## src/common/rename_cfg.svh

```systemverilog
`ifndef RENAME_CFG_SVH
`define RENAME_CFG_SVH

// architectural register count
`define RENAME_ARCH_REGS 32

// physical register count
// kept above the architectural count
`define RENAME_PHYS_REGS 64

// register value width
`define RENAME_DATA_W 32

`endif

```

## src/common/rename_pkg.sv

```systemverilog
`include "rename_cfg.svh"

package rename_pkg;

    // architectural register index
    typedef logic [$clog2(`RENAME_ARCH_REGS)-1:0] arch_tag_t;

    // physical register index
    typedef logic [$clog2(`RENAME_PHYS_REGS)-1:0] phys_tag_t;

    // one register value
    typedef logic [`RENAME_DATA_W-1:0] reg_data_t;

    // one flag per physical register
    // used by the free list and the ready bits
    typedef logic [`RENAME_PHYS_REGS-1:0] phys_vec_t;

endpackage

```

## src/phys_file/free_list.sv

```systemverilog
`timescale 1ns/1ps

`include "rename_cfg.svh"

module free_list (
    input  logic                  clk,
    input  logic                  reset,
    input  logic                  alloc,
    input  logic                  rob_update,
    input  rename_pkg::phys_tag_t phys_rob_nonspec,
    input  rename_pkg::phys_tag_t phys_rob_free,
    input  logic                  rollback,
    output rename_pkg::phys_tag_t next_free,
    output logic                  none_free
);
    import rename_pkg::*;

    phys_vec_t spec_used;
    phys_vec_t comm_used;
    phys_vec_t spec_next;
    phys_vec_t comm_next;

    // lowest clear bit wins, so scan from the top down
    always_comb begin
        next_free = '0;
        for (int i = `RENAME_PHYS_REGS - 1; i >= 0; i--) begin
            if (!spec_used[i]) begin
                next_free = phys_tag_t'(i);
            end
        end
    end

    assign none_free = &spec_used;

    always_comb begin
        comm_next = comm_used;
        if (rob_update) begin
            comm_next[phys_rob_nonspec] = 1'b1;
            comm_next[phys_rob_free]    = 1'b0;
        end
    end

    always_comb begin
        spec_next = spec_used;
        if (alloc) begin
            spec_next[next_free] = 1'b1;
        end
        if (rob_update) begin
            spec_next[phys_rob_free] = 1'b0;
        end
        // rollback drops every speculative allocation
        if (rollback) begin
            spec_next = comm_next;
        end
    end

    always_ff @(posedge clk) begin
        if (reset) begin
            // tags below the arch count hold the initial mapping
            for (int i = 0; i < `RENAME_PHYS_REGS; i++) begin
                spec_used[i] <= (i < `RENAME_ARCH_REGS);
                comm_used[i] <= (i < `RENAME_ARCH_REGS);
            end
        end else begin
            spec_used <= spec_next;
            comm_used <= comm_next;
        end
    end

endmodule

```

## src/phys_file/phys_data_file.sv

```systemverilog
`timescale 1ns/1ps

`include "rename_cfg.svh"

module phys_data_file (
    input  logic                  clk,
    input  logic                  reset,
    input  logic                  reserve,
    input  rename_pkg::phys_tag_t reserve_tag,
    input  logic                  ring_update,
    input  rename_pkg::phys_tag_t phys_ring,
    input  rename_pkg::reg_data_t phys_ring_val,
    input  rename_pkg::phys_tag_t rd1_tag,
    input  rename_pkg::phys_tag_t rd2_tag,
    output logic                  rd1_rdy,
    output logic                  rd2_rdy,
    output rename_pkg::reg_data_t rd1_val,
    output rename_pkg::reg_data_t rd2_val
);
    import rename_pkg::*;

    reg_data_t value_mem [`RENAME_PHYS_REGS];
    phys_vec_t ready;
    logic      rd1_hit;
    logic      rd2_hit;

    // ring write in the read cycle
    assign rd1_hit = ring_update && (phys_ring == rd1_tag);
    assign rd2_hit = ring_update && (phys_ring == rd2_tag);

    assign rd1_rdy = rd1_hit || ready[rd1_tag];
    assign rd2_rdy = rd2_hit || ready[rd2_tag];
    assign rd1_val = rd1_hit ? phys_ring_val : value_mem[rd1_tag];
    assign rd2_val = rd2_hit ? phys_ring_val : value_mem[rd2_tag];

    always_ff @(posedge clk) begin
        if (reset) begin
            // initial mappings start ready and zero
            for (int i = 0; i < `RENAME_PHYS_REGS; i++) begin
                value_mem[i] <= '0;
                ready[i]     <= (i < `RENAME_ARCH_REGS);
            end
        end else begin
            if (reserve) begin
                ready[reserve_tag] <= 1'b0;
            end
            // the ring write comes last and beats a reserve to the same tag
            if (ring_update) begin
                value_mem[phys_ring] <= phys_ring_val;
                ready[phys_ring]     <= 1'b1;
            end
        end
    end

endmodule

```

## src/phys_file/phys_reg_file.sv

```systemverilog
`timescale 1ns/1ps

module phys_reg_file (
    input  logic                  clk,
    input  logic                  reset,
    input  logic                  alloc,
    input  logic                  rob_update,
    input  rename_pkg::phys_tag_t phys_rob_nonspec,
    input  rename_pkg::phys_tag_t phys_rob_free,
    input  logic                  rollback,
    input  logic                  ring_update,
    input  rename_pkg::phys_tag_t phys_ring,
    input  rename_pkg::reg_data_t phys_ring_val,
    input  rename_pkg::phys_tag_t rd1_tag,
    input  rename_pkg::phys_tag_t rd2_tag,
    output logic                  rd1_rdy,
    output logic                  rd2_rdy,
    output rename_pkg::reg_data_t rd1_val,
    output rename_pkg::reg_data_t rd2_val,
    output rename_pkg::phys_tag_t next_free,
    output logic                  none_free
);

    free_list fl (
        .clk              (clk),
        .reset            (reset),
        .alloc            (alloc),
        .rob_update       (rob_update),
        .phys_rob_nonspec (phys_rob_nonspec),
        .phys_rob_free    (phys_rob_free),
        .rollback         (rollback),
        .next_free        (next_free),
        .none_free        (none_free)
    );

    // the tag handed out is the one whose ready bit drops
    phys_data_file pdf (
        .clk           (clk),
        .reset         (reset),
        .reserve       (alloc),
        .reserve_tag   (next_free),
        .ring_update   (ring_update),
        .phys_ring     (phys_ring),
        .phys_ring_val (phys_ring_val),
        .rd1_tag       (rd1_tag),
        .rd2_tag       (rd2_tag),
        .rd1_rdy       (rd1_rdy),
        .rd2_rdy       (rd2_rdy),
        .rd1_val       (rd1_val),
        .rd2_val       (rd2_val)
    );

endmodule

```

## config.mk

```make
export PLATFORM = sky130hd
export DESIGN_NAME = phys_reg_file
export DESIGN_NICKNAME = d
export VERILOG_FILES = /design/src/common/rename_pkg.sv /design/src/phys_file/free_list.sv /design/src/phys_file/phys_data_file.sv /design/src/phys_file/phys_reg_file.sv
export VERILOG_INCLUDE_DIRS = /design/src /design/src/common
export SDC_FILE = /design/constraint.sdc
export NUM_CORES = 2
export LEC_CHECK = 0
export ABC_AREA = 1
export BUFFER_PORTS_ARGS = -buffer_cell sky130_fd_sc_hd__buf_2
export CAP_MARGIN = 25
export CORE_MARGIN = 10
export CORE_UTILIZATION = 35
export DETAILED_ROUTE_END_ITERATION = 7
export REMOVE_ABC_BUFFERS = 1
export SYNTH_ARGS = -nofsm -noshare
export SYNTH_HDL_FRONTEND = slang
export SYNTH_SLANG_ARGS = --single-unit
```

## constraint.sdc

```tcl
create_clock -name clk -period 8 [get_ports clk]
set_input_delay 1.6 -clock clk [delete_from_list [all_inputs] [get_ports clk]]
set_output_delay 1.6 -clock clk [all_outputs]
set_load 0.02 [all_outputs]
```

Word-level counts from Yosys, hierarchy flattened
Memory sizes are Yosys's and may differ from the RTL's.
Cells that the tools add are included.
- word-level logic and storage cells: 127
- bits in writable memories: 2048
- memories: 1
- input port bits: 68
- register bits: 192
- memory list (memory ; words ; bits a word ; read ports ; clocked after Yosys merged registers in ; wr ports ; RTL line ; source):
    pdf.value_mem ; 64 ; 32 ; 2 ; 0 ; 64 ; phys_data_file.sv:22 ; reg_data_t value_mem [`RENAME_PHYS_REGS];
- equality and inequality tests: 2
- bitwise operators: 8
- reduce and logical (&&, ||, !) cells: 10
- multiplexer cells: 93
- magnitude comparators: 10
- operators with widths (operator ; count):
    $mux W64 ; 7
    $mux W6 ; 65
    $and A64 B64 Y64 ; 3
    $or A64 B64 Y64 ; 3
    $not A64 Y64 ; 2
    $mux W32 ; 3
    $reduce_and A64 Y1 ; 1
    $lt A6 B7 Y1 const B ; 6
    $reduce_or A32 Y1 ; 1
    $demux W1 S6 ; 4
    $ge A6 B1 Y1 const B ; 4
    $bmux W1 S6 ; 2
    $eq A6 B6 Y1 ; 2
    $mux W1 ; 12
    $logic_and A1 B1 Y1 ; 6
    $logic_or A1 B1 Y1 ; 2

Longest topological paths before layout
- depth in word-level cells: 74
- depth in mapped cells: 69

Hierarchy
From an unflattened synthesis, not the netlist that was laid out.
- cells, all modules: 15693
- area, all modules: 122393.6 um^2
- modules (own cells, without submodules) (module ; times used ; sequential area each (um^2) ; area an instance (um^2) ; cells an instance):
    phys_data_file ; 1 ; 62780.2 ; 115864.9 ; 14670
    free_list ; 1 ; 2562.5 ; 6528.8 ; 1023

Worst setup path after synthesis
No wires, ideal clock.
- path type: input to output
- start: in rd1_tag[0]
- end: out rd1_val[14]
- buffers on the path: 5
- path slack: 2.428 ns
- stages: 12
- required time: 6.400 ns
- arrival time: 3.972 ns
- cells stage by stage: inv_1 -> clkbuf_1 -> clkbuf_1 -> clkbuf_1 -> clkbuf_1 -> buf_1 -> nor2_1 -> o221ai_1 -> nand3_1 -> o211ai_1 -> nand3_1 -> a31oi_1
- word-level cells in the longest chain between the ends: 3
- elaborated cells on any way between the ends: 4
- classes of those cells: eq/ne (1); mux (1); reduce/logical (1); memory (1)
- RTL lines (what ; RTL line ; source):
    start: declaration ; phys_reg_file.sv:14 ; input rename_pkg::phys_tag_t rd1_tag,
    parallel branches: the longest is 2 deep, another holds $mem_v2 Z64 W32 ; n/a ;
    $mux W32 * ; phys_data_file.sv:33 ; assign rd1_val = rd1_hit ? phys_ring_val : value_mem[rd1_tag];
    end: declaration ; phys_reg_file.sv:18 ; output rename_pkg::reg_data_t rd1_val,
Mark *: on every way between the ends.

Worst setup path after layout
- start: in rd2_tag[0]
- end: out rd2_val[2]
- word-level cells in the longest chain between the ends: 3
- elaborated cells on any way between the ends: 4
- classes of those cells: eq/ne (1); mux (1); reduce/logical (1); memory (1)
- RTL lines (what ; RTL line ; source):
    start: declaration ; phys_reg_file.sv:15 ; input rename_pkg::phys_tag_t rd2_tag,
    parallel branches: the longest is 2 deep, another holds $mem_v2 Z64 W32 ; n/a ;
    $mux W32 * ; phys_data_file.sv:34 ; assign rd2_val = rd2_hit ? phys_ring_val : value_mem[rd2_tag];
    end: declaration ; phys_reg_file.sv:19 ; output rename_pkg::reg_data_t rd2_val,
Marks and branches as above.

==> metrics.csv <==
stage;metric;value;unit
outcome;outcome;completed;
critical_path;reg2reg_slack;3000;ps
flow_run;cap_violations;0;
critical_path;cp_data_required_time;6400;ps
drt;wl_per_cell;31.0;um
drt;drt-initial-drc-count;20300;
critical_path;reg2reg_depth;67;
drt;ant_nets;0;
synth;syn_area;0.117;sq mm
synth;synth_cells;13900;
grt;gr-total-overflow;0;
sta;tns;0;ps
synth;syn_avg_cell_area;8.42;sq um
critical_path;critical_path.cell_chain;buf_8 -> inv_8 -> buf_12 -> buf_4 -> o21ai_0 -> o22ai_1 -> nor2_1 -> o22ai_1 -> nor2_1 -> o22ai_1 -> nand2_1 -> o21ai_0 -> buf_2;
sta;fmax;0.134;GHz
placement;hpwl;319000;um
grt;first_global_vias;104000;
clock_tree;holdBufCountCts;0;
clock_tree;clk_pin_slew;60;ps
power_and_ir_drop;worst_ir_drop_vdd;0.180;mV
placement;dp_slack;982;ps
critical_path;cp_num_buf_inv;5;
clock_tree;clk_path_buf_depth;4;
sta;relSlewSlack;8.96;%
synth;seq_area_frac_synth;55.7;%
drt;post-route-drc-count;0;
power_and_ir_drop;p_leak;46.8;nW
sta;setup_viol;0;
clock_tree;cts_tree;built;
die;initial_utilization;35.2;%
die;ios;141;
clock_tree;numCtsBuffers;267;
final_layout;n_fill_cell;32800;
placement;numPortBuffers;140;
critical_path;worstSetupPathType;input pin to primary output;
final_layout;area_growth;12.4;%
die;die-width;599;um
drt;via_per_inst;6.38;
critical_path;rr_startpoint;fl.spec_used[63];
die;coreArea;0.334;sq mm
drt;routed_wl;561000;um
sta;worstMarginPinSlew;1360;ps
die;die_h;599;um
critical_path;cpMostUsedCell;o22ai_1;
hold_path;worstHoldPathType;register to register;
final_layout;drive_gt1_share;8.88;%
final_layout;stdcell_count;18100;
placement;dp.cells;17600;
clock_tree;insertion_delay;870;ps
clock_tree;clock_sinks;2240;
synth;synth_seq_cells;2240;
critical_path;critical-path-max-stage-delay;820;ps
synth;yosys_warnings;0;
die;rows;212;
critical_path;start_kind;input pin;
critical_path;endpoint_kind;primary output;
sta;fin_crit;7450;ps
critical_path;crit_family;compound AO/OA/AOI/OAI gates;
power_and_ir_drop;power_density;225;mW/mm^2
placement;place.gp.congestion;0.961;
hold_path;worstHoldStart;fl.comm_used[55];
grt;antenna_found_initial;41;
critical_path;critical_path.max_fanout;92;
sta;finalCritPeriodShare;93.2;%
drt;drt_pass1_iterations;7;
grt;grt_max_degree;149;
hold_path;hold_depth;2;
clock_tree;post-cts-setup-buffers;0;
critical_path;cp_slowest_cell;o22ai_1;
synth;synth_cell_type_count;37;
grt;grtUsageTotal;29.5;%
grt;grt_pass1_wl;774000;um
sta;clock_skew;28.9;ps
drt;num_vias;116000;
die;die-area;0.359;sq mm
sta;slew_viol_final;0;
clock_tree;root_buffer;clkbuf_16;
sta;hold_viol;0;
hold_path;min_to;fl.comm_used[55];
synth;yosysTopAreaCell;edfxtp_1;
critical_path;reg2reg_to;pdf.ready[2];
sta;finalWorstSetupSlack;546;ps
final_layout;fin_area;0.132;sq mm
clock_tree;cts_resized;0;
final_layout;nets;13600;
synth;post_synth_main_area_contributors;edfxtp_1 (52%), nor2_1 (16%), o21ai_0 (12%);
clock_tree;htreeDepth;5;
sta;grt_setup_unrepaired;no;
critical_path;critPathArrivalTime;5850;ps
placement;placed_area;0.124;sq mm
synth;yosysTopAreaCellShare;52.4;%
[synthesized netlist by cell type]
cell and count:
nor2_1 5019, o21ai_0 2737, edfxtp_1 2048, clkbuf_1 1329
o22ai_1 1153, nand2_1 556, inv_1 198, dfxtp_1 192
a21oi_1 143, nand3_1 134, o221ai_1 101, buf_1 63
o32ai_1 57, nor3_1 53, nand4_1 36, o211ai_1 30
a31oi_1 22, nand3_2 18, a211o_1 11, nor4_1 9
a32o_1 5, clkinv_1 5, o31ai_1 4, a221oi_1 3
buf_2 3, buf_6 3, inv_2 3, o21a_1 3
nand2_4 2, o21bai_1 2, a221o_1 1, a31o_2 1
nand2_2 1, o2111ai_1 1, o311ai_0 1, or2_2 1
xor2_1 1
[flip-flops by register name, summed over array words and instances, names as in the netlist]
register       count
fl.spec_used      64
fl.comm_used      64
pdf.value_mem   2048
pdf.ready         64
[final cells by class]
cell class | instances | area, sq um | share of cell area, %
sequential | 2240 | 65300 | 49.5
antenna | 24 | 60.1 | 0.0455
tap | 4387 | 5490 | 4.16
clock buffer | 339 | 7100 | 5.38
inverter | 206 | 838 | 0.636
timing repair buffer | 679 | 5820 | 4.41
multi-input combinational | 10100 | 46300 | 35.1
clock inverter | 130 | 950 | 0.720
[how the worst max path moves through the flow]
stage	startpoint	end	slack (ps)	cells after the start
finish	rd2_tag[0]	rd2_val[2]	550	13
global route	fl.spec_used[63]	next_free[0]	190	66
CTS	fl.spec_used[63]	next_free[0]	890	66
detailed placement	rd1_tag[0]	rd1_val[8]	980	13
global placement	rd2_tag[1]	rd2_val[21]	950	12
floorplan	rd2_tag[0]	rd2_val[25]	-10140	9
[cell usage in the layout, fill, tap and decap left out, drive strengths merged, types with 22 or more instances in the layout]
cell / n
o221ai: 101
clkinv: 111
dfxtp: 192
o32ai: 57
a31oi: 22
nand4: 36
diode: 24
buf: 672
a21oi: 143
inv: 209
clkbuf: 346
o21ai: 2737
nor2: 5019
nand3: 152
o22ai: 1153
nand2: 559
nor3: 53
o211ai: 30
edfxtp: 2048
[power breakdown]
group | leakage (nW) | switching, W | internal, W | total, W
sequential | 21.0 | 0.000302 | 0.0133 | 0.0137
combinational | 21.8 | 0.00322 | 0.00103 | 0.00425
clock | 3.93 | 0.00508 | 0.00663 | 0.0117
total | 46.8 | 0.00860 | 0.0210 | 0.0296
[worst register-to-register path, delay by kind of cell (launching register included)]
kind,cells,cell delay [ps]
buf+inv,1,50
flops,1,370
simple gates,66,4470
[per-stage QoR]
stage	hold WS [ps]	util, %	total power [W]
global placement	434	37.0	0.0179
detailed placement	442	37.1	0.0179
global route	475	39.5	0.0302
floorplan	424	-	0.0159
finish	452	39.5	0.0296
CTS	456	39.5	0.0294
[per-layer routing]
metal / part of all wire, % / global-route usage, % / vias up / wire length [um]
met1: 34 / 36.7 / 54900 / 193000
met3: 16 / 9.87 / 2425 / 88100
met2: 40 / 41.8 / 10200 / 226000
met5: 0.042 / 0 / - / 238
met4: 9.6 / 23.3 / 26 / 53800
li1: - / - / 48000 / -
[kinds of logic (layout without fill, tap and decap cells)]
group                     count (synthesis)  after routing  share of synthesized area, %
xor gates and xnor gates                  1              1                       0.00746
buffers and inverters                  1604           1354                          5.15
DFF                                    2240           2240                          55.7
other                                     0             24                             0
and+or+nand+nor                        5829           5829                          19.0
AOI/OAI and AO/OA                      4275           4275                          20.1
No activity file was read; power rests on OpenSTA's default activity.
