`src/common/rename_cfg.svh`:
```
`ifndef RENAME_CFG_SVH
`define RENAME_CFG_SVH

// architectural register count
`define RENAME_ARCH_REGS 32

// physical register count
// kept above the architectural count
`define RENAME_PHYS_REGS 64

// register value width
`define RENAME_DATA_W 32

`endif

```
`src/common/rename_pkg.sv`:
```
`include "rename_cfg.svh"

package rename_pkg;

    // architectural register index
    typedef logic [$clog2(`RENAME_ARCH_REGS)-1:0] arch_tag_t;

    // physical register index
    typedef logic [$clog2(`RENAME_PHYS_REGS)-1:0] phys_tag_t;

    // one register value
    typedef logic [`RENAME_DATA_W-1:0] reg_data_t;

    // one flag per physical register
    // used by the free list and the ready bits
    typedef logic [`RENAME_PHYS_REGS-1:0] phys_vec_t;

endpackage

```
`src/arch_map/arch_map_table.sv`:
```
`timescale 1ns/1ps

`include "rename_cfg.svh"

module arch_map_table (
    input  logic                  clk,
    input  logic                  reset,
    input  logic                  uop_update,
    input  rename_pkg::arch_tag_t arch_rd1,
    input  rename_pkg::arch_tag_t arch_rd2,
    input  rename_pkg::arch_tag_t arch_wr,
    input  rename_pkg::phys_tag_t new_phys,
    input  logic                  rob_update,
    input  rename_pkg::arch_tag_t arch_rob_update,
    input  rename_pkg::phys_tag_t arch_rob_nonspec_phys,
    input  logic                  rollback,
    output rename_pkg::phys_tag_t rd1_phys,
    output rename_pkg::phys_tag_t rd2_phys,
    output rename_pkg::phys_tag_t wr_oldphys
);
    import rename_pkg::*;

    phys_tag_t spec_map [`RENAME_ARCH_REGS];
    phys_tag_t comm_map [`RENAME_ARCH_REGS];
    phys_tag_t comm_next [`RENAME_ARCH_REGS];

    // lookups see the map before this op's own write
    assign rd1_phys   = spec_map[arch_rd1];
    assign rd2_phys   = spec_map[arch_rd2];
    assign wr_oldphys = spec_map[arch_wr];

    // committed map after this cycle's retire
    always_comb begin
        comm_next = comm_map;
        if (rob_update) begin
            comm_next[arch_rob_update] = arch_rob_nonspec_phys;
        end
    end

    always_ff @(posedge clk) begin
        if (reset) begin
            // identity mapping out of reset
            for (int i = 0; i < `RENAME_ARCH_REGS; i++) begin
                spec_map[i] <= phys_tag_t'(i);
                comm_map[i] <= phys_tag_t'(i);
            end
        end else begin
            comm_map <= comm_next;
            if (rollback) begin
                // restore sees a retire from the same cycle
                spec_map <= comm_next;
            end else if (uop_update) begin
                spec_map[arch_wr] <= new_phys;
            end
        end
    end

endmodule

```
`config.mk`:
```
export PLATFORM = sky130hd
export DESIGN_NAME = arch_map_table
export DESIGN_NICKNAME = d
export VERILOG_FILES = /design/src/common/rename_pkg.sv /design/src/arch_map/arch_map_table.sv
export VERILOG_INCLUDE_DIRS = /design/src /design/src/common
export SDC_FILE = /design/constraint.sdc
export NUM_CORES = 1
export LEC_CHECK = 0
export BUFFER_PORTS_ARGS = -buffer_cell sky130_fd_sc_hd__buf_4
export CAP_MARGIN = 0
export CORE_UTILIZATION = 47
export DETAILED_ROUTE_END_ITERATION = 8
export GPL_TIMING_DRIVEN = 1
export MAX_ROUTING_LAYER = met4
export PLACE_DENSITY = 0.61
export SETUP_SLACK_MARGIN = 0.2
export SYNTH_ARGS = -nofsm -noshare
export SYNTH_HDL_FRONTEND = slang
export SYNTH_SLANG_ARGS = --single-unit
```
`constraint.sdc`:
```
create_clock -name clk -period 2.6 [get_ports clk]
set_clock_uncertainty 0.1 [all_clocks]
set_input_delay 0 -clock clk [delete_from_list [all_inputs] [get_ports clk]]
set_output_delay 0 -clock clk [all_outputs]
set_load 0.02 [all_outputs]
```
# Yosys cells after proc, flatten, opt, wreduce, memory -nomap -nowiden
# Index checks and enable logic that the tools add are counted.
word_totals:
  output_inout_bits: 18
  word_cells: 95
  regBits: 384
op_classes:
  magnitude_cmp: 6
  n_reduce_logical: 3
  mux: 18
  bitwise: 4
op_table:
  columns: ["operator", "count"]
  rows:
  - ["2-to-1 mux 192 bit", 3]
  - ["bitwise mux 192 bit", 2]
  - ["binary-select mux 6 bit (select 5 bit)", 3]
  - ["demux 6 bit (select 5 bit)", 2]
  - ["2-to-1 mux 6 bit", 8]
  - [">= comparator 6 bit, second input constant", 4]
  - ["NOT 5 -> 6 bit", 4]
  - ["less-than comparator 6 x 1 -> 1 bit, second input constant", 2]
  - ["logical AND 1 bit", 2]
  - ["nonzero test 2 bit", 1]

# Longest topological paths before layout
# Gate-level depths: netlist (run 1).
depth:
  ltp_word: 8
  ltp_mapped: 7
  mapped_depth_nobuf: 4

# Worst setup path before layout (run 1)
# Ideal clock, no wire load.
synth_timing:
  path_kind: "input to output"
  startpoint: "input arch_rd2[2]"
  endpoint: "output rd2_phys[0]"
  arrival_time_ns: 1.789
  cell_stages: 5
  slack_ns: 0.711
  path_cell_list: "clkbuf_1 -> clkbuf_1 -> mux4_2 -> mux4_2 -> mux2_2"
synth_between:
  elab_chain_len: 4
synth_lines:
  columns: ["item", "line_no", "source"]
  rows:
  - ["from (decl)", "arch_map_table.sv:10", "input rename_pkg::arch_tag_t arch_rd2,"]
  - ["NOT 5 -> 6 bit (implied by the code)", "arch_map_table.sv:29", "assign rd2_phys = spec_map[arch_rd2];"]
  - ["binary-select mux 6 bit (select 5 bit)", "arch_map_table.sv:29", null]
  - ["2-to-1 mux 6 bit (implied by the code) (2 in a row)", "arch_map_table.sv:29", null]
  - ["to (decl)", "arch_map_table.sv:18", "output rename_pkg::phys_tag_t rd2_phys,"]
# No other way between the ends. The select of a mux whose other input is x is not followed.

# Worst setup path in the final report (run 1)
layout_timing:
  startpoint: "register spec_map[4] (netlist bit)"
  endpoint: "output rd2_phys[4]"
layout_between:
  elab_chain_len: 3
layout_lines:
  columns: ["item", "line_no", "source"]
  rows:
  - ["from (decl)", "arch_map_table.sv:23", "phys_tag_t spec_map [`RENAME_ARCH_REGS];"]
  - ["from (signal, indexed assignment)", "arch_map_table.sv:44", "spec_map[i] <= phys_tag_t'(i);"]
  - ["from (signal assigned)", "arch_map_table.sv:51", "spec_map <= comm_next;"]
  - ["from (signal, indexed assignment)", "arch_map_table.sv:53", "spec_map[arch_wr] <= new_phys;"]
  - ["binary-select mux 6 bit (select 5 bit)", "arch_map_table.sv:29", null]
  - ["2-to-1 mux 6 bit (implied by the code) (2 in a row)", "arch_map_table.sv:29", null]
# No other way between the ends. The select of a mux whose other input is x is not followed.

==> results of run 1 <==
## logic make-up after synthesis
group | count (synthesis) | share of synthesized area, %
AOI/OAI and AO/OA | 583 | 18.90
and+or+nand+nor | 541 | 14.97
buffers and inverters | 258 | 5.023
muxes | 292 | 24.24
DFF | 384 | 36.87
## layer usage
layer,part of all wire [%],GRT usage [%]
met1,41,50.05
met2,44,51.80
met3,12,8.390
met4,3.3,12.80
met5,0,-
## worst min-delay path by stage
stage                                      to                     start  cells after the start  slack [ns]
global route        spec_map[94]$_SDFFE_PP1P_                arch_wr[3]                      6        0.09
global placement     comm_map[138]$_SDFF_PP0_                     reset                      2        0.35
finish              spec_map[94]$_SDFFE_PP1P_                arch_wr[2]                      6        0.07
detailed placement   comm_map[142]$_SDFF_PP0_                     reset                      2        0.36
CTS                 spec_map[94]$_SDFFE_PP1P_                arch_wr[2]                      6        0.04
floorplan            comm_map[159]$_SDFF_PP0_  arch_rob_nonspec_phys[3]                      2        0.07
## cell type report
cell class | count | area, um^2
clock buffers | 57 | 1200
clock inverters | 17 | 230.2
fillers | 3795 | 19700
multi-input cells | 1416 | 12270
flip-flops and latches | 384 | 7796
well taps | 585 | 732.0
repair buffers | 156 | 1526
## state kept, by name, indices dropped and copies added, names as in the netlist
register	count
comm_map	192
spec_map	192
## report_power, final
| part | internal, mW | switching, mW | leakage, nW |
|---|---|---|---|
| Sequential | 5.95 | 0.0839 | 3.11 |
| Clock | 3.74 | 2.55 | 0.701 |
| Combinational | 0.602 | 1.04 | 4.66 |
| Total | 10.3 | 3.67 | 8.47 |
## cells in the mapped netlist, types with 2 or more instances
master,n,share of area [%]
sky130_fd_sc_hd__mux2_2,12,0.65
sky130_fd_sc_hd__a21oi_1,91,2.2
sky130_fd_sc_hd__buf_6,5,0.27
sky130_fd_sc_hd__and3b_1,5,0.21
sky130_fd_sc_hd__and2_1,4,0.12
sky130_fd_sc_hd__buf_1,16,0.29
sky130_fd_sc_hd__nand4b_1,3,0.13
sky130_fd_sc_hd__o2bb2ai_1,91,3.8
sky130_fd_sc_hd__and4bb_2,3,0.18
sky130_fd_sc_hd__buf_2,24,0.58
sky130_fd_sc_hd__or3b_1,4,0.17
sky130_fd_sc_hd__a21o_1,80,2.9
sky130_fd_sc_hd__nor2b_1,2,0.060
sky130_fd_sc_hd__mux4_2,164,18
sky130_fd_sc_hd__dfxtp_1,384,37
sky130_fd_sc_hd__and3_1,106,3.2
sky130_fd_sc_hd__a211o_1,80,3.4
sky130_fd_sc_hd__a211oi_1,42,1.5
sky130_fd_sc_hd__and4b_1,3,0.14
sky130_fd_sc_hd__nand4bb_1,3,0.16
sky130_fd_sc_hd__nand2_1,45,0.81
sky130_fd_sc_hd__nor3b_1,3,0.11
sky130_fd_sc_hd__o21ai_0,169,4.1
sky130_fd_sc_hd__or3b_2,2,0.084
sky130_fd_sc_hd__nand2b_1,2,0.060
sky130_fd_sc_hd__nand3_1,238,5.7
sky130_fd_sc_hd__clkbuf_1,212,3.8
sky130_fd_sc_hd__nand3b_1,80,2.9
sky130_fd_sc_hd__nor2_1,23,0.41
sky130_fd_sc_hd__or2_2,2,0.060
sky130_fd_sc_hd__mux2i_1,112,5.4
sky130_fd_sc_hd__mux4_1,4,0.50
sky130_fd_sc_hd__nand4_1,7,0.21
sky130_fd_sc_hd__a21boi_0,4,0.14
sky130_fd_sc_hd__a22oi_1,24,0.86
## metrics by stage
| step | total power [mW] | hold slack, ns | utilization [%] | setup WS, ns |
|---|---|---|---|---|
| floorplan | 7.077 | 0.06758 | - | 0.7109 |
| global placement | 7.695 | 0.3547 | 50.21 | 0.3688 |
| detailed placement | 7.706 | 0.3621 | 50.21 | 0.3103 |
| CTS | 13.97 | 0.04299 | 54.50 | 0.05537 |
| global route | 14.32 | 0.08839 | 54.66 | 0.04400 |
| finish | 13.96 | 0.06907 | 54.66 | 0.06204 |
## repair_timing
item	in CTS	in global routing
hold endpoints to repair	306	0
buffers inserted	5	0
gates resized for setup	92	26
setup endpoints to repair	15	17
hold buffers	20	0
cloned	0	0
pin swaps	4	9
## tightest hold or removal path, stage by stage
cell                      delay [ns]
sky130_fd_sc_hd__buf_4          0.17
sky130_fd_sc_hd__nor3b_2        0.07
sky130_fd_sc_hd__buf_4          0.18
sky130_fd_sc_hd__nand2_1        0.09
sky130_fd_sc_hd__a211o_1        0.12
sky130_fd_sc_hd__a21o_1         0.10
==> summary.txt, run 1 <==
=====================================================================================
Post-route non-filler standard cell count                                        2615
Final estimated routing congestion in global placement                          1.036
Unrepaired setup endpoints after global routing                                   yes
Wire per inst                                                                30.30 um
Family with the most delay on the worst path                             multiplexers
Top cell by count, worst path                                            sky130_fd_sc_hd__mux4_2
Max Slew Vio Count                                                                  0
Synth Register Bits                                                               384
Overflow left after global routing                                                  0
Required time reported for the critical path endpoint                         2.50 ns
Total number of placement rows                                                     76
Highest achievable clock rate                                              0.3940 GHz
Critical Path Fanout Max                                                            4
Cell Area, Placed                                                        0.02182 mm^2
Root Buffer                                                              sky130_fd_sc_hd__clkbuf_16
Clock tree from TritonCTS                                                       built
Vias in the first global route                                                  17320
Remaining DRCs                                                                      0
Crit path arrival time                                                        2.44 ns
Endpoint of the worst-slack reg-to-reg timing path                       spec_map[153]$_SDFFE_PP0P_
Number of antenna violations at the first check in global routing                   0
CP max-delay cell                                                        sky130_fd_sc_hd__mux4_2
Yosys synthesis warning count                                                       0
Horizontal extent of the die                                                 212.6 um
Post-synth EDFFs                                                                    0
Top library cells by usage in the layout, fill and taps aside            sky130_fd_sc_hd__dfxtp_1, sky130_fd_sc_hd__nand3_1, sky130_fd_sc_hd__o21ai_0
Final TNS setup                                                                  0 ns
Classification of the worst setup path                                   flip-flop to output pin
Leakage power of the design                                                  8.469 nW
Initial cell density of the core                                               47.98%
Detailed Routing Iterations Pass 1                                                  6
Cells after synthesis                                                            2058
Pwr Density                                                              587.8 mW/mm^2
Number of nets in the layout                                                     2038
Reg2Reg Depth                                                                       4
HPWL after detailed placement                                                50000 um
Post-synthesis async set-or-reset flop share                                       0%
Min Tclk post-route                                                          2.538 ns
Global-route total usage across every layer                                    36.26%
Mapped Nets                                                                      2095
Max IR drop VDD                                                             0.4965 mV
Stages on worst setup path                                                          4
Clock-pin slew of the registers on the worst-case setup and hold paths        0.06 ns
Standard cell core area                                                  0.04346 mm^2
Overall via count from detail_route                                             18450
Yosys cell types                                                                   44
Worst slew margin relative to its limit                                        33.79%
Average cell area after synthesis                                          10.13 um^2
CTS max path bufs                                                                   3
Crit path capture type                                                     output pin
Final-report hold violation count                                                   0
Top flip-flop cell by instance count after synthesis                     sky130_fd_sc_hd__dfxtp_1
Total non-filler cell area in the finished layout                        0.02376 mm^2
Maximum number of pins on one net before global-route repair                      105
Area Overhead vs Synth                                                         13.93%
Post-synthesis instance area                                             0.02085 mm^2
I/O pin cnt                                                                        55
Post-route fraction of the period consumed by the critical path                97.61%
Path category of the worst min-delay check                               input port to flip-flop
Result of the run                                                        finished, final reports clean
Final setup violation count                                                         0
Detailed-route vias per instance                                                7.057
Height of the chip                                                           212.6 um
Max-capacitance violation count                                                     0
Minimum setup slack among reg-to-reg paths                                    1.15 ns
WP buf/inv                                                                          1
Total wire length after detailed routing                                     79240 um
End of the critical path                                                  rd2_phys[4]
Die area                                                                 0.04521 mm^2
Ordered list of cells on the worst path                                  mux4_2 -> mux4_2 -> mux2_4 -> buf_6
Latest clock arrival within the worst-skew pair                               0.58 ns
Count of buffers inserted at the top-level ports                                   54
Origin of the worst setup path                                           spec_map[4]$_SDFFE_PP1P_
Critical Path Max Stage Delay                                                 0.57 ns
Actual transition at the worst max-transition pin                           0.9932 ns
Fraction of layout instances using a drive strength above 1                    23.35%
Most common cell after layout, fill and taps aside                       sky130_fd_sc_hd__dfxtp_1
Num Clock Sinks                                                                   384
Critical Path Source Type                                                   flip-flop
Global-route wire length before repair                                      116900 um
Number of buffers added by the clock tree synthesis step                           43
Launching point of the worst reg2reg path                                comm_map[153]$_SDFF_PP0_
Cell count after placement                                                       2516
Starting DRC count in detailed routing                                           2399
Seq/Total Area, Yosys                                                          36.87%
Number of antenna repair diodes                                                     0
Post-detailed-route count of antenna-violating nets                                 0
Total number of H-tree levels                                                       2
=====================================================================================
Power figures use the tool's default switching activity.
==> run 2, diff against run 1 <==
--- a/config.mk
+++ b/config.mk
@@ -12,7 +12,6 @@
 export DETAILED_ROUTE_END_ITERATION = 8
 export GPL_TIMING_DRIVEN = 1
 export MAX_ROUTING_LAYER = met4
-export PLACE_DENSITY = 0.61
 export SETUP_SLACK_MARGIN = 0.2
 export SYNTH_ARGS = -nofsm -noshare
 export SYNTH_HDL_FRONTEND = slang
==> run 2 against run 1 <==
Compared with the run above:
- combinational power hardly changed
- critical path type unchanged
- sequential power is essentially flat
- highest routed layer unchanged
- critical endpoint is now rd2_phys[2]
- critical path depth unchanged
- final cell count grew 0.42%
- worst setup slack improved by 0.018 ns
- count of clock-buffer cells in the layout is 9 higher
- worst hold slack worse by 0.019 ns
==> summary.txt, run 2 (synthesis results as in run 1) <==
=====================================================================================
Result of the run                                                        finished, final reports clean
Leakage power of the design                                                  8.563 nW
Count of buffers inserted at the top-level ports                                   54
Root Buffer                                                              sky130_fd_sc_hd__clkbuf_16
Path category of the worst min-delay check                               input port to flip-flop
Maximum number of pins on one net before global-route repair                      102
HPWL after detailed placement                                                49760 um
Critical Path Source Type                                                   flip-flop
Latest clock arrival within the worst-skew pair                               0.57 ns
Crit path arrival time                                                        2.42 ns
Top library cells by usage in the layout, fill and taps aside            sky130_fd_sc_hd__dfxtp_1, sky130_fd_sc_hd__nand3_1, sky130_fd_sc_hd__o21ai_0
Die area                                                                 0.04521 mm^2
Post-route fraction of the period consumed by the critical path                96.90%
Min Tclk post-route                                                          2.519 ns
Unrepaired setup endpoints after global routing                                   yes
Start point of the worst hold path                                         arch_wr[4]
Number of cells traversed by the worst hold path                                    5
Pwr Density                                                              586.1 mW/mm^2
Wire per inst                                                                30.49 um
Endpoint of the worst-slack reg-to-reg timing path                       spec_map[150]$_SDFFE_PP0P_
Final TNS setup                                                                  0 ns
Fill cell instance count of the final layout                                     3829
Height of the chip                                                           212.6 um
Overall via count from detail_route                                             18580
Detailed Routing Iterations Pass 1                                                  5
Worst slew margin relative to its limit                                        32.61%
Clock-pin slew of the registers on the worst-case setup and hold paths        0.06 ns
Fraction of layout instances using a drive strength above 1                    23.76%
Vias in the first global route                                                  17300
Max IR drop VDD                                                             0.5596 mV
Starting DRC count in detailed routing                                           2618
Launching point of the worst reg2reg path                                comm_map[150]$_SDFF_PP0_
Detailed-route vias per instance                                                7.075
Max Slew Vio Count                                                                  0
Number of nets in the layout                                                     2052
Max-capacitance violation count                                                     0
Crit path capture type                                                     output pin
Horizontal extent of the die                                                 212.6 um
Highest achievable clock rate                                              0.3969 GHz
Overflow left after global routing                                                  0
Total number of placement rows                                                     76
Reg2Reg Depth                                                                       4
CTS max path bufs                                                                   3
Global-route wire length before repair                                      116900 um
Global-route total usage across every layer                                    36.23%
I/O pin cnt                                                                        55
Final-report hold violation count                                                   0
Remaining DRCs                                                                      0
Num Clock Sinks                                                                   384
Final estimated routing congestion in global placement                          1.052
Number of antenna repair diodes                                                     0
Total wire length after detailed routing                                     80080 um
Required time reported for the critical path endpoint                         2.50 ns
Largest registers ranked by flip-flop count                              comm_map x192, spec_map x192
Most common cell after layout, fill and taps aside                       sky130_fd_sc_hd__dfxtp_1
Area Overhead vs Synth                                                         14.85%
Critical Path Fanout Max                                                            3
Number of buffers added by the clock tree synthesis step                           44
Final setup violation count                                                         0
Initial cell density of the core                                               47.98%
Worst min-delay path endpoint                                            spec_map[94]$_SDFFE_PP1P_
Post-detailed-route count of antenna-violating nets                                 0
Actual transition at the worst max-transition pin                            1.011 ns
Number of antenna violations at the first check in global routing                   1
Origin of the worst setup path                                           spec_map[2]$_SDFFE_PP1P_
Total number of H-tree levels                                                       2
Minimum setup slack among reg-to-reg paths                                    1.17 ns
Clock tree from TritonCTS                                                       built
Standard cell core area                                                  0.04346 mm^2
Classification of the worst setup path                                   flip-flop to output pin
Final design utilization                                                       55.10%
=====================================================================================
-- run 2: changes by cell type in the layout (fill, tap and decap cells not counted), sizes merged --
cell / change
buf: +11
inv: -1
clkinv: -6
clkbuf: +9
clkinvlp: -2
dlygate4sd3: +2
bufinv: -2
-- run 2: routing by layer --
metal / global-route usage [%] / routed length (um)
met5: - / 0
met4: 14.26 / 3198
met3: 8.050 / 9257
met2: 51.54 / 35010
met1: 49.86 / 32610
-- run 2: metrics by stage --
step	instances	hold slack [ns]	setup slack (ns)	area, um^2	total power, mW
finish	2626	0.05020	0.08053	23950	14.03
floorplan	2058	0.06758	0.7109	20850	7.077
global placement	2523	0.3612	0.4281	21950	7.709
CTS	2626	0.02378	0.07829	23880	14.01
global route	2626	0.07298	0.08419	23950	14.39
detailed placement	2523	0.3721	0.4158	21950	7.720
-- run 2: area by class of cell --
| cell class | instances | area, um^2 | area share [%] |
|---|---|---|---|
| Multi-Input combinational cell | 1416 | 12260 | 51.21 |
| Sequential cell | 384 | 7800 | 32.57 |
| Timing Repair Buffer | 169 | 1712 | 7.148 |
| Clock buffer | 66 | 1335 | 5.575 |
| Tap cell | 585 | 732.0 | 3.057 |
| Clock inverter | 6 | 105.1 | 0.4389 |
-- run 2: worst max path at each step --
stage,end,slack [ns],cells after the start
after floorplan,rd2_phys[0],0.71,5
after global placement,rd2_phys[0],0.43,6
after detailed placement,rd2_phys[0],0.42,6
after CTS,rd2_phys[2],0.08,4
after global routing,rd2_phys[2],0.08,4
final,rd2_phys[2],0.08,4
-- run 2: report_power, final --
group          switching, mW  internal [mW]  leakage (nW)
Clock                   2.52           3.80         0.712
Combinational           1.05          0.622          4.74
Sequential            0.0840           5.95          3.11
-- run 2: critical path: stages (launching register included) --
cell and delay [ns]:
sky130_fd_sc_hd__dfxtp_4 0.37, sky130_fd_sc_hd__mux4_2 0.49, sky130_fd_sc_hd__mux4_2 0.56, sky130_fd_sc_hd__mux2_4 0.30, sky130_fd_sc_hd__buf_6 0.13
-- run 2: what timing repair did --
| item | in CTS | in global routing |
|---|---|---|
| endpoints found under the hold margin | 307 | 0 |
| resized for setup | 98 | 18 |
| pin swaps | 4 | 6 |
| gates cloned | 0 | 1 |
| setup buffers | 8 | 0 |
| hold buffers | 23 | 0 |
| endpoints found under the setup margin | 14 | 18 |
